$ cat src/synth_regmap_pkg.sv
// register map with the group in addr[7:4] and the index in addr[3:0], unknown groups are dropped
package synth_regmap_pkg;

    localparam int ADDR_WIDTH = 8;
    localparam int DATA_WIDTH = 8;
    localparam int INDEX_WIDTH = 4;
    localparam int GROUP_WIDTH = 4;
    localparam int ADDR_GROUP_LSB = INDEX_WIDTH;

    typedef enum logic [GROUP_WIDTH-1:0] {
        GRP_OP_MULT_WS = 4'h2,
        GRP_OP_TL      = 4'h4,
        GRP_CH_FNUM_LO = 4'hA,
        GRP_CH_FNUM_HI = 4'hB,
        GRP_CH_FB_CNT  = 4'hC
    } reg_group_e;

    // GRP_OP_MULT_WS
    localparam int MULT_LSB = 0;
    localparam int WS_LSB = 4;

    // GRP_OP_TL
    localparam int TL_LSB = 0;

    // GRP_CH_FNUM_LO / GRP_CH_FNUM_HI
    localparam int FNUM_LO_WIDTH = 8;
    localparam int FNUM_HI_LSB = 0;
    localparam int BLOCK_LSB = 2;
    localparam int KON_BIT = 5;

    // GRP_CH_FB_CNT
    localparam int FB_LSB = 0;
    localparam int CNT_BIT = 3;

    typedef struct packed {
        logic [ADDR_WIDTH-1:0] addr;
        logic [DATA_WIDTH-1:0] data;
    } reg_write_t;

endpackage

$ cat src/synth_types_pkg.sv
// synth-wide widths and config types, where operator 2c is the modulator of channel c and 2c+1 its carrier
package synth_types_pkg;

    localparam int N_CHANNELS = 4;
    localparam int N_OPERATORS = 8;
    localparam int OP_INDEX_WIDTH = $clog2(N_OPERATORS);
    localparam int CH_INDEX_WIDTH = $clog2(N_CHANNELS);

    localparam int FNUM_WIDTH = 10;
    localparam int BLOCK_WIDTH = 3;
    localparam int MULT_WIDTH = 4;
    localparam int TL_WIDTH = 6;
    localparam int FB_WIDTH = 3;
    localparam int WS_WIDTH = 2;

    localparam int PHASE_WIDTH = 19;
    localparam int PHASE_INC_WIDTH = PHASE_WIDTH + MULT_WIDTH;
    localparam int WAVE_INDEX_WIDTH = 10;          // top phase bits fed to the waveform
    localparam int ATT_WIDTH = TL_WIDTH - 2;       // tl / 4
    localparam int FB_SHIFT_BASE = 9;

    localparam int OP_OUT_WIDTH = 13;
    localparam int OP_PEAK = 4095;
    localparam int SAMPLE_WIDTH = 16;
    localparam int MIX_WIDTH = OP_OUT_WIDTH + OP_INDEX_WIDTH + 1; // headroom for saturation

    typedef enum logic [WS_WIDTH-1:0] {
        WAVE_TRIANGLE    = 2'd0,
        WAVE_SQUARE      = 2'd1,
        WAVE_SAW         = 2'd2,
        WAVE_HALF_SQUARE = 2'd3
    } waveform_e;

    typedef struct packed {
        logic [MULT_WIDTH-1:0] mult;
        waveform_e             waveform;
        logic [TL_WIDTH-1:0]   tl;
    } op_cfg_t;

    typedef struct packed {
        logic [FNUM_WIDTH-1:0]  fnum;
        logic [BLOCK_WIDTH-1:0] block;
        logic                   kon;
        logic [FB_WIDTH-1:0]    fb;
        logic                   cnt;    // 0 fm, 1 additive
    } ch_cfg_t;

    typedef struct packed {
        logic [PHASE_INC_WIDTH-1:0] phase_inc;
        waveform_e                  waveform;
        logic [ATT_WIDTH-1:0]       att_shift;
        logic                       kon;
        logic [FB_WIDTH-1:0]        fb;
        logic                       audible;
    } op_ctrl_t;

endpackage

$ cat src/fm_channels.sv
// four two-op channels mixed to mono, with out_valid two cycles after an accepted sample_clk_en
`timescale 1ns/1ps

module fm_channels (
    input  logic                                            clk,
    input  logic                                            reset,
    input  logic                                            sample_clk_en,
    input  synth_regmap_pkg::reg_write_t                    cfg,
    input  logic                                            cfg_valid,
    output logic                                            cfg_ready,
    output logic signed [synth_types_pkg::SAMPLE_WIDTH-1:0] sample,
    output logic                                            out_valid,
    input  logic                                            out_ready
);
    import synth_types_pkg::*;

    ch_cfg_t                        ch_cfg [N_CHANNELS];
    op_cfg_t                        op_cfg [N_OPERATORS];
    op_ctrl_t                       op_ctrl [N_OPERATORS];
    logic [WAVE_INDEX_WIDTH-1:0]    op_mod [N_OPERATORS];
    logic signed [OP_OUT_WIDTH-1:0] op_out [N_OPERATORS];
    logic                           audible [N_OPERATORS];
    logic                           advance;

    fm_reg_bank u_fm_reg_bank (
        .clk       (clk),
        .reset     (reset),
        .cfg       (cfg),
        .cfg_valid (cfg_valid),
        .cfg_ready (cfg_ready),
        .advance   (advance),
        .ch_cfg    (ch_cfg),
        .op_cfg    (op_cfg)
    );

    operator_router u_operator_router (
        .ch_cfg  (ch_cfg),
        .op_cfg  (op_cfg),
        .op_out  (op_out),
        .op_ctrl (op_ctrl),
        .op_mod  (op_mod)
    );

    for (genvar i = 0; i < N_OPERATORS; i++) begin : g_op
        fm_operator u_fm_operator (
            .clk     (clk),
            .reset   (reset),
            .advance (advance),
            .ctrl    (op_ctrl[i]),
            .mod_in  (op_mod[i]),
            .out     (op_out[i])
        );

        assign audible[i] = op_ctrl[i].audible;
    end

    sample_mixer u_sample_mixer (
        .clk           (clk),
        .reset         (reset),
        .sample_clk_en (sample_clk_en),
        .op_out        (op_out),
        .audible       (audible),
        .advance       (advance),
        .sample        (sample),
        .out_valid     (out_valid),
        .out_ready     (out_ready)
    );

endmodule

$ cat src/fm_operator.sv
// one operator with phase wrapping at 2^19 and a wave index taken modulo 1024 after modulation
`timescale 1ns/1ps

module fm_operator (
    input  logic                                           clk,
    input  logic                                           reset,
    input  logic                                           advance,
    input  synth_types_pkg::op_ctrl_t                      ctrl,
    input  logic [synth_types_pkg::WAVE_INDEX_WIDTH-1:0]   mod_in,
    output logic signed [synth_types_pkg::OP_OUT_WIDTH-1:0] out
);
    import synth_types_pkg::*;

    logic [PHASE_WIDTH-1:0]              phase;
    logic [PHASE_WIDTH-1:0]              phase_next;
    logic [3:0]                          fb_shift;
    logic signed [OP_OUT_WIDTH-1:0]      fb_scaled;
    logic [WAVE_INDEX_WIDTH-1:0]         fb_term;
    logic [WAVE_INDEX_WIDTH-1:0]         wave_idx;
    logic [WAVE_INDEX_WIDTH-2:0]         tri_idx;
    logic signed [OP_OUT_WIDTH-1:0]      wave_val;
    logic signed [OP_OUT_WIDTH-1:0]      out_next;

    always_comb begin
        phase_next = phase + ctrl.phase_inc[PHASE_WIDTH-1:0];   // wraps

        fb_shift = 4'(FB_SHIFT_BASE) - 4'(ctrl.fb);
        fb_scaled = out >>> fb_shift;                          // previous output
        fb_term = (ctrl.fb == '0) ? '0 : fb_scaled[WAVE_INDEX_WIDTH-1:0];

        wave_idx = phase_next[PHASE_WIDTH-1 -: WAVE_INDEX_WIDTH] + mod_in + fb_term;

        // mirror second half for the falling slope
        tri_idx = wave_idx[WAVE_INDEX_WIDTH-1] ? ~wave_idx[WAVE_INDEX_WIDTH-2:0]
                                               : wave_idx[WAVE_INDEX_WIDTH-2:0];

        unique case (ctrl.waveform)
            WAVE_TRIANGLE: begin
                // 16*q - 4096, msb flip does the offset
                wave_val = $signed({~tri_idx[WAVE_INDEX_WIDTH-2],
                                    tri_idx[WAVE_INDEX_WIDTH-3:0], 4'b0000});
            end
            WAVE_SQUARE: begin
                wave_val = wave_idx[WAVE_INDEX_WIDTH-1] ? OP_OUT_WIDTH'(-OP_PEAK)
                                                        : OP_OUT_WIDTH'(OP_PEAK);
            end
            WAVE_SAW: begin
                wave_val = $signed({~wave_idx[WAVE_INDEX_WIDTH-1],
                                    wave_idx[WAVE_INDEX_WIDTH-2:0], 3'b000}); // 8*p - 4096
            end
            WAVE_HALF_SQUARE: begin
                wave_val = wave_idx[WAVE_INDEX_WIDTH-1] ? '0 : OP_OUT_WIDTH'(OP_PEAK);
            end
            default: begin
                wave_val = '0;
            end
        endcase

        out_next = wave_val >>> ctrl.att_shift;
    end

    always_ff @(posedge clk) begin
        if (reset || !ctrl.kon) begin
            phase <= '0;                                       // key-off restarts at zero
            out <= '0;
        end else if (advance) begin
            phase <= phase_next;
            out <= out_next;
        end
    end

endmodule

$ cat src/fm_reg_bank.sv
// config registers written one field group at a time, writes are refused only during an advance cycle
`timescale 1ns/1ps

module fm_reg_bank (
    input  logic                          clk,
    input  logic                          reset,
    input  synth_regmap_pkg::reg_write_t  cfg,
    input  logic                          cfg_valid,
    output logic                          cfg_ready,
    input  logic                          advance,
    output synth_types_pkg::ch_cfg_t      ch_cfg [synth_types_pkg::N_CHANNELS],
    output synth_types_pkg::op_cfg_t      op_cfg [synth_types_pkg::N_OPERATORS]
);
    import synth_types_pkg::*;
    import synth_regmap_pkg::*;

    logic                          write_en;
    reg_group_e                    group;
    logic [INDEX_WIDTH-1:0]        index;
    logic [OP_INDEX_WIDTH-1:0]     op_sel;
    logic [CH_INDEX_WIDTH-1:0]     ch_sel;
    logic                          op_hit;
    logic                          ch_hit;

    assign cfg_ready = !advance;                // no change lands mid-sample
    assign write_en = cfg_valid && cfg_ready;

    assign group = reg_group_e'(cfg.addr[ADDR_GROUP_LSB +: GROUP_WIDTH]);
    assign index = cfg.addr[INDEX_WIDTH-1:0];
    assign op_sel = index[OP_INDEX_WIDTH-1:0];
    assign ch_sel = index[CH_INDEX_WIDTH-1:0];
    assign op_hit = index < N_OPERATORS;
    assign ch_hit = index < N_CHANNELS;

    always_ff @(posedge clk) begin
        if (reset) begin
            ch_cfg <= '{default: '0};
            op_cfg <= '{default: '0};
        end else if (write_en) begin
            case (group)
                GRP_OP_MULT_WS: begin
                    if (op_hit) begin
                        op_cfg[op_sel].mult <= cfg.data[MULT_LSB +: MULT_WIDTH];
                        op_cfg[op_sel].waveform <= waveform_e'(cfg.data[WS_LSB +: WS_WIDTH]);
                    end
                end
                GRP_OP_TL: begin
                    if (op_hit) begin
                        op_cfg[op_sel].tl <= cfg.data[TL_LSB +: TL_WIDTH];
                    end
                end
                GRP_CH_FNUM_LO: begin
                    if (ch_hit) begin
                        ch_cfg[ch_sel].fnum[FNUM_LO_WIDTH-1:0] <= cfg.data[FNUM_LO_WIDTH-1:0];
                    end
                end
                GRP_CH_FNUM_HI: begin
                    if (ch_hit) begin
                        ch_cfg[ch_sel].fnum[FNUM_WIDTH-1:FNUM_LO_WIDTH] <=
                            cfg.data[FNUM_HI_LSB +: FNUM_WIDTH - FNUM_LO_WIDTH];
                        ch_cfg[ch_sel].block <= cfg.data[BLOCK_LSB +: BLOCK_WIDTH];
                        ch_cfg[ch_sel].kon <= cfg.data[KON_BIT];
                    end
                end
                GRP_CH_FB_CNT: begin
                    if (ch_hit) begin
                        ch_cfg[ch_sel].fb <= cfg.data[FB_LSB +: FB_WIDTH];
                        ch_cfg[ch_sel].cnt <= cfg.data[CNT_BIT];
                    end
                end
                default: begin
                end
            endcase
        end
    end

endmodule

$ cat src/operator_router.sv
// two-op channel wiring, where the carrier sees the modulator's previous output and only in fm mode
`timescale 1ns/1ps

module operator_router (
    input  synth_types_pkg::ch_cfg_t  ch_cfg [synth_types_pkg::N_CHANNELS],
    input  synth_types_pkg::op_cfg_t  op_cfg [synth_types_pkg::N_OPERATORS],
    input  logic signed [synth_types_pkg::OP_OUT_WIDTH-1:0]
                                      op_out [synth_types_pkg::N_OPERATORS],
    output synth_types_pkg::op_ctrl_t op_ctrl [synth_types_pkg::N_OPERATORS],
    output logic [synth_types_pkg::WAVE_INDEX_WIDTH-1:0]
                                      op_mod [synth_types_pkg::N_OPERATORS]
);
    import synth_types_pkg::*;

    function automatic op_ctrl_t build_ctrl(
        input ch_cfg_t ch,
        input op_cfg_t op,
        input logic    carrier
    );
        op_ctrl_t                   ctrl;
        logic [PHASE_INC_WIDTH-1:0] base;

        base = PHASE_INC_WIDTH'(ch.fnum) << ch.block;
        if (op.mult == '0) begin
            ctrl.phase_inc = base >> 1;             // mult 0 means x0.5
        end else begin
            ctrl.phase_inc = base * op.mult;
        end
        ctrl.waveform = op.waveform;
        ctrl.att_shift = op.tl[TL_WIDTH-1:TL_WIDTH-ATT_WIDTH];
        ctrl.kon = ch.kon;
        ctrl.fb = carrier ? '0 : ch.fb;             // feedback on modulator only
        ctrl.audible = carrier || ch.cnt;
        return ctrl;
    endfunction

    for (genvar c = 0; c < N_CHANNELS; c++) begin : g_ch
        // modulator
        assign op_ctrl[2*c] = build_ctrl(ch_cfg[c], op_cfg[2*c], 1'b0);
        assign op_mod[2*c] = '0;

        // carrier
        assign op_ctrl[2*c+1] = build_ctrl(ch_cfg[c], op_cfg[2*c+1], 1'b1);
        assign op_mod[2*c+1] = ch_cfg[c].cnt ? '0 : op_out[2*c][WAVE_INDEX_WIDTH-1:0];
    end

endmodule

$ cat src/sample_mixer.sv
// mono mixer with one sample in flight, and a tick that finds the output slot busy is dropped
`timescale 1ns/1ps

module sample_mixer (
    input  logic                                            clk,
    input  logic                                            reset,
    input  logic                                            sample_clk_en,
    input  logic signed [synth_types_pkg::OP_OUT_WIDTH-1:0]
                                                            op_out [synth_types_pkg::N_OPERATORS],
    input  logic                                            audible [synth_types_pkg::N_OPERATORS],
    output logic                                            advance,
    output logic signed [synth_types_pkg::SAMPLE_WIDTH-1:0] sample,
    output logic                                            out_valid,
    input  logic                                            out_ready
);
    import synth_types_pkg::*;

    logic                           pending;    // capture due next edge
    logic                           slot_free;
    logic signed [MIX_WIDTH-1:0]    mix_sum;
    logic signed [SAMPLE_WIDTH-1:0] mix_sat;
    logic                           in_range;

    assign slot_free = !pending && (!out_valid || out_ready);
    assign advance = sample_clk_en && slot_free;

    always_comb begin
        mix_sum = '0;
        for (int i = 0; i < N_OPERATORS; i++) begin
            if (audible[i]) begin
                mix_sum = mix_sum + MIX_WIDTH'(op_out[i]);     // sign extended
            end
        end

        in_range = (mix_sum[MIX_WIDTH-1:SAMPLE_WIDTH-1] == '0) ||
                   (mix_sum[MIX_WIDTH-1:SAMPLE_WIDTH-1] == '1);
        if (in_range) begin
            mix_sat = mix_sum[SAMPLE_WIDTH-1:0];
        end else if (mix_sum[MIX_WIDTH-1]) begin
            mix_sat = {1'b1, {(SAMPLE_WIDTH-1){1'b0}}};       // -32768
        end else begin
            mix_sat = {1'b0, {(SAMPLE_WIDTH-1){1'b1}}};       // +32767
        end
    end

    always_ff @(posedge clk) begin
        if (reset) begin
            pending <= 1'b0;
            out_valid <= 1'b0;
        end else begin
            pending <= advance;
            if (pending) begin
                out_valid <= 1'b1;
            end else if (out_ready) begin
                out_valid <= 1'b0;
            end
        end
    end

    always_ff @(posedge clk) begin
        if (reset) begin
            sample <= '0;
        end else if (pending) begin
            sample <= mix_sat;
        end
    end

endmodule

$ cat config.mk
export PLATFORM = sky130hd
export DESIGN_NAME = fm_channels
export DESIGN_NICKNAME = d
export VERILOG_FILES = /design/src/synth_regmap_pkg.sv /design/src/synth_types_pkg.sv /design/src/fm_channels.sv /design/src/fm_operator.sv /design/src/fm_reg_bank.sv /design/src/operator_router.sv /design/src/sample_mixer.sv
export SDC_FILE = /design/constraint.sdc
export NUM_CORES = 2
export LEC_CHECK = 0
export ABC_AREA = 1
export ABC_CLOCK_PERIOD_IN_PS = 26200
export BUFFER_PORTS_ARGS = -buffer_cell sky130_fd_sc_hd__buf_2
export CAP_MARGIN = 20
export CORE_UTILIZATION = 45
export CTS_CLUSTER_SIZE = 28
export DETAILED_ROUTE_END_ITERATION = 8
export SLEW_MARGIN = 20
export SYNTH_ARGS = -nofsm -noshare
export SYNTH_HDL_FRONTEND = slang
export SYNTH_HIERARCHICAL = 1
export SYNTH_SLANG_ARGS = --single-unit
$ cat constraint.sdc
create_clock -name clk -period 26.2 [get_ports clk]
set_input_delay 3.93 -clock clk [delete_from_list [all_inputs] [get_ports clk]]
set_output_delay 3.93 -clock clk [all_outputs]
set_load 0.01 [all_outputs]
==> run_results.csv <==
group,metric,value,unit
floorplan,dieWidth,392,um
setup_path,reg2reg_from,"u_fm_reg_bank/ch_cfg[54]",
global_route,grt_pass1_vias,65239,
layout,antennaDiodeCount,0,
global_route,grt_max_degree,73,
clock_tree,cts_setup_buffers,0,
yosys,yosys_warnings,6,
setup_path,reg2regPathDepth,58,
setup_path,start_kind,"register",
global_route,antenna_found_initial,4,
clock_tree,postCtsHoldBufs,0,
layout,layout-area-overhead-vs-synth,3.90,%
clock_tree,h-tree-depth,2,
clock_tree,cts_resized,0,
clock_tree,path_clk_slew,0.06,ns
clock_tree,cts.sinks,426,
clock_tree,cts_tree,"built",
setup_path,crit_path_frequent_cell,"nand2_1",
pwr,ir_drop,0.0498,mV
yosys,netlist_instances,11339,
setup_path,slowest_stage,"dfxtp_1",
setup_path,r2r_end,"u_sample_mixer/sample[6]",
place,hpwl,171000,um
clock_tree,cts_buffer_depth,3,
sta,report.final.hold_viol_count,0,
sta,setup_viol,0,
layout,multi_input_area,50100,sq um
yosys,avgSynthCellArea,6.05,sq um
worst_hold_path,hold-path-endpoint,"g_op[7].u_fm_operator/phase[0]",
pwr,powerDensity,25.2,nW/um^2
sta,skew,0.0343,ns
run,drv_cap,0,
setup_path,required,26.82,ns
setup_path,arrival,11.52,ns
sta,slew_violations,0,
global_route,gr-total-overflow,0,
floorplan,initial_utilization,45.6,%
setup_path,critPathMaxStageDelay,0.64,ns
place,place.gp.congestion,0.951,
pwr,leakagePower,37.2,nW
detailed_routing,vias,69113,
floorplan,rows,142,
global_route,grt_pass1_wl,348000,um
layout,drive_gt1_share,6.72,%
floorplan,ios,39,
worst_hold_path,whs_path_depth,2,
setup_path,reg2reg_slack,15.31,ns
sta,fmax,91.8,MHz
sta,setup-tns-final,0,ns
clock_tree,cts_root_buf,"clkbuf_16",
floorplan,dieArea,154000,sq um
setup_path,path_class,"reg -> reg",
sta,tightest_slew,1.08,ns
detailed_routing,drt-total-wl,217000,um
yosys,synth_area,68600,sq um
detailed_routing,avgViaCountPerCell,5.27,
detailed_routing,firstDrtPassIters,6,
setup_path,worstPathMaxFanout,29,
sta,period_needed,10.89,ns
place,port_buffers,38,
status,status,"finished, final reports clean",
sta,period_share,41.6,%
detailed_routing,drtIter0Drc,5566,
sta,rsz0062_at_grt,"no",
worst_hold_path,min_from,"g_op[7].u_fm_operator/phase[0]",
detailed_routing,ant_nets,0,
layout,finalInstanceArea,71200,sq um
floorplan,core_area,150000,sq um
detailed_routing,drc_errors,0,
worst_hold_path,hp-class,"reg -> reg",
detailed_routing,wire_per_inst,16.5,um
clock_tree,cts_buffers,59,
layout,nets,11923,
global_route,grtUsageTotal,28.0,%
floorplan,die_y,392,um
clock_tree,clk-insertion-delay-late,0.70,ns
sta,max_slew_margin,28.1,%
setup_path,end_kind,"register",
layout,nFillCells,16239,
place,placed_area,69200,sq um
layout,final-seq-area,8530,sq um
[power by group]
group          total, mW  internal [mW]  switching [mW]
clock network      0.886          0.514           0.372
logic              0.256         0.0747           0.181
registers          0.653          0.650         0.00254
total               1.79           1.24           0.556
[placed cells by master (no fill, tap or decap), drive strengths merged, types with 8 or more instances in the layout]
cell,instances
and2,44
clkinv,41
nor4,9
nor2,1117
ha,514
mux2i,29
o211ai,85
clkbuf,72
nand4,52
o21bai,41
xnor2,101
a21oi,739
nand3b,35
o31ai,12
inv,1990
nor3,63
a31oi,38
o22ai,12
xor2,183
dfxtp,426
or2,51
a21o,10
o21ai,651
o221ai,27
fa,335
buf,77
nand3,1163
nand2,3092
conb,56
a211oi,8
[worst max-delay path, delay by kind of cell (launching register included)]
kind | cells | cell delay, ns
simple gates | 24 | 3.55
fa+ha+maj | 8 | 2.82
compound gates | 17 | 2.82
xor+xnor | 5 | 0.70
flops | 1 | 0.64
buf+inv | 4 | 0.30
[final cells by class]
type                            instances  share of cell area (%)
Clock buffer                           72                    2.27
Clock inverter                         38                   0.662
Inverter                             2005                    10.6
Multi-Input combinational cell       8484                    70.3
Sequential cell                       426                    12.0
Tap cell                             2016                    3.54
Timing Repair Buffer                   77                   0.681
[flip-flops by register name (all words and copies together) (netlist names)]
register                  count
u_sample_mixer/sample        16
g_op.u_fm_operator/phase    152
u_fm_reg_bank/op_cfg         80
g_op.u_fm_operator/out      104
u_sample_mixer/out_valid      1
u_sample_mixer/pending        1
u_fm_reg_bank/ch_cfg         72
[routing by layer]
| metal | wire length, um | track usage (%) | share of wire [%] |
|---|---|---|---|
| met5 | 37 | 0 | 0.017 |
| met4 | 5280 | 6.98 | 2.4 |
| met3 | 11400 | 2.60 | 5.3 |
| met2 | 96200 | 45.6 | 44 |
| met1 | 104000 | 39.4 | 48 |
[worst max-delay path by stage]
stage / end / slack [ns] / startpoint
after floorplan: u_sample_mixer/sample[11] / 16.79 / u_fm_reg_bank/ch_cfg[54]
after global placement: u_sample_mixer/sample[8] / 15.50 / u_fm_reg_bank/ch_cfg[54]
after detailed placement: u_sample_mixer/sample[5] / 15.42 / u_fm_reg_bank/ch_cfg[54]
after CTS: u_sample_mixer/sample[6] / 15.38 / u_fm_reg_bank/ch_cfg[54]
after global routing: u_sample_mixer/sample[6] / 14.26 / u_fm_reg_bank/ch_cfg[54]
final: u_sample_mixer/sample[6] / 15.31 / u_fm_reg_bank/ch_cfg[54]
[per-stage QoR]
stage,utilization (%),hold slack (ns),cells,power [mW],worst slack [ns]
after floorplan,-,0.441,11393,0.862,16.79
after CTS,47.3,0.472,13118,1.81,15.38
after detailed placement,46.0,0.461,13008,0.912,15.42
after global routing,47.3,0.499,13118,1.87,14.26
final,47.3,0.467,13118,1.79,15.31
after global placement,46.0,0.453,13008,0.911,15.50
Note: power is estimated with default switching activity, not from simulation.
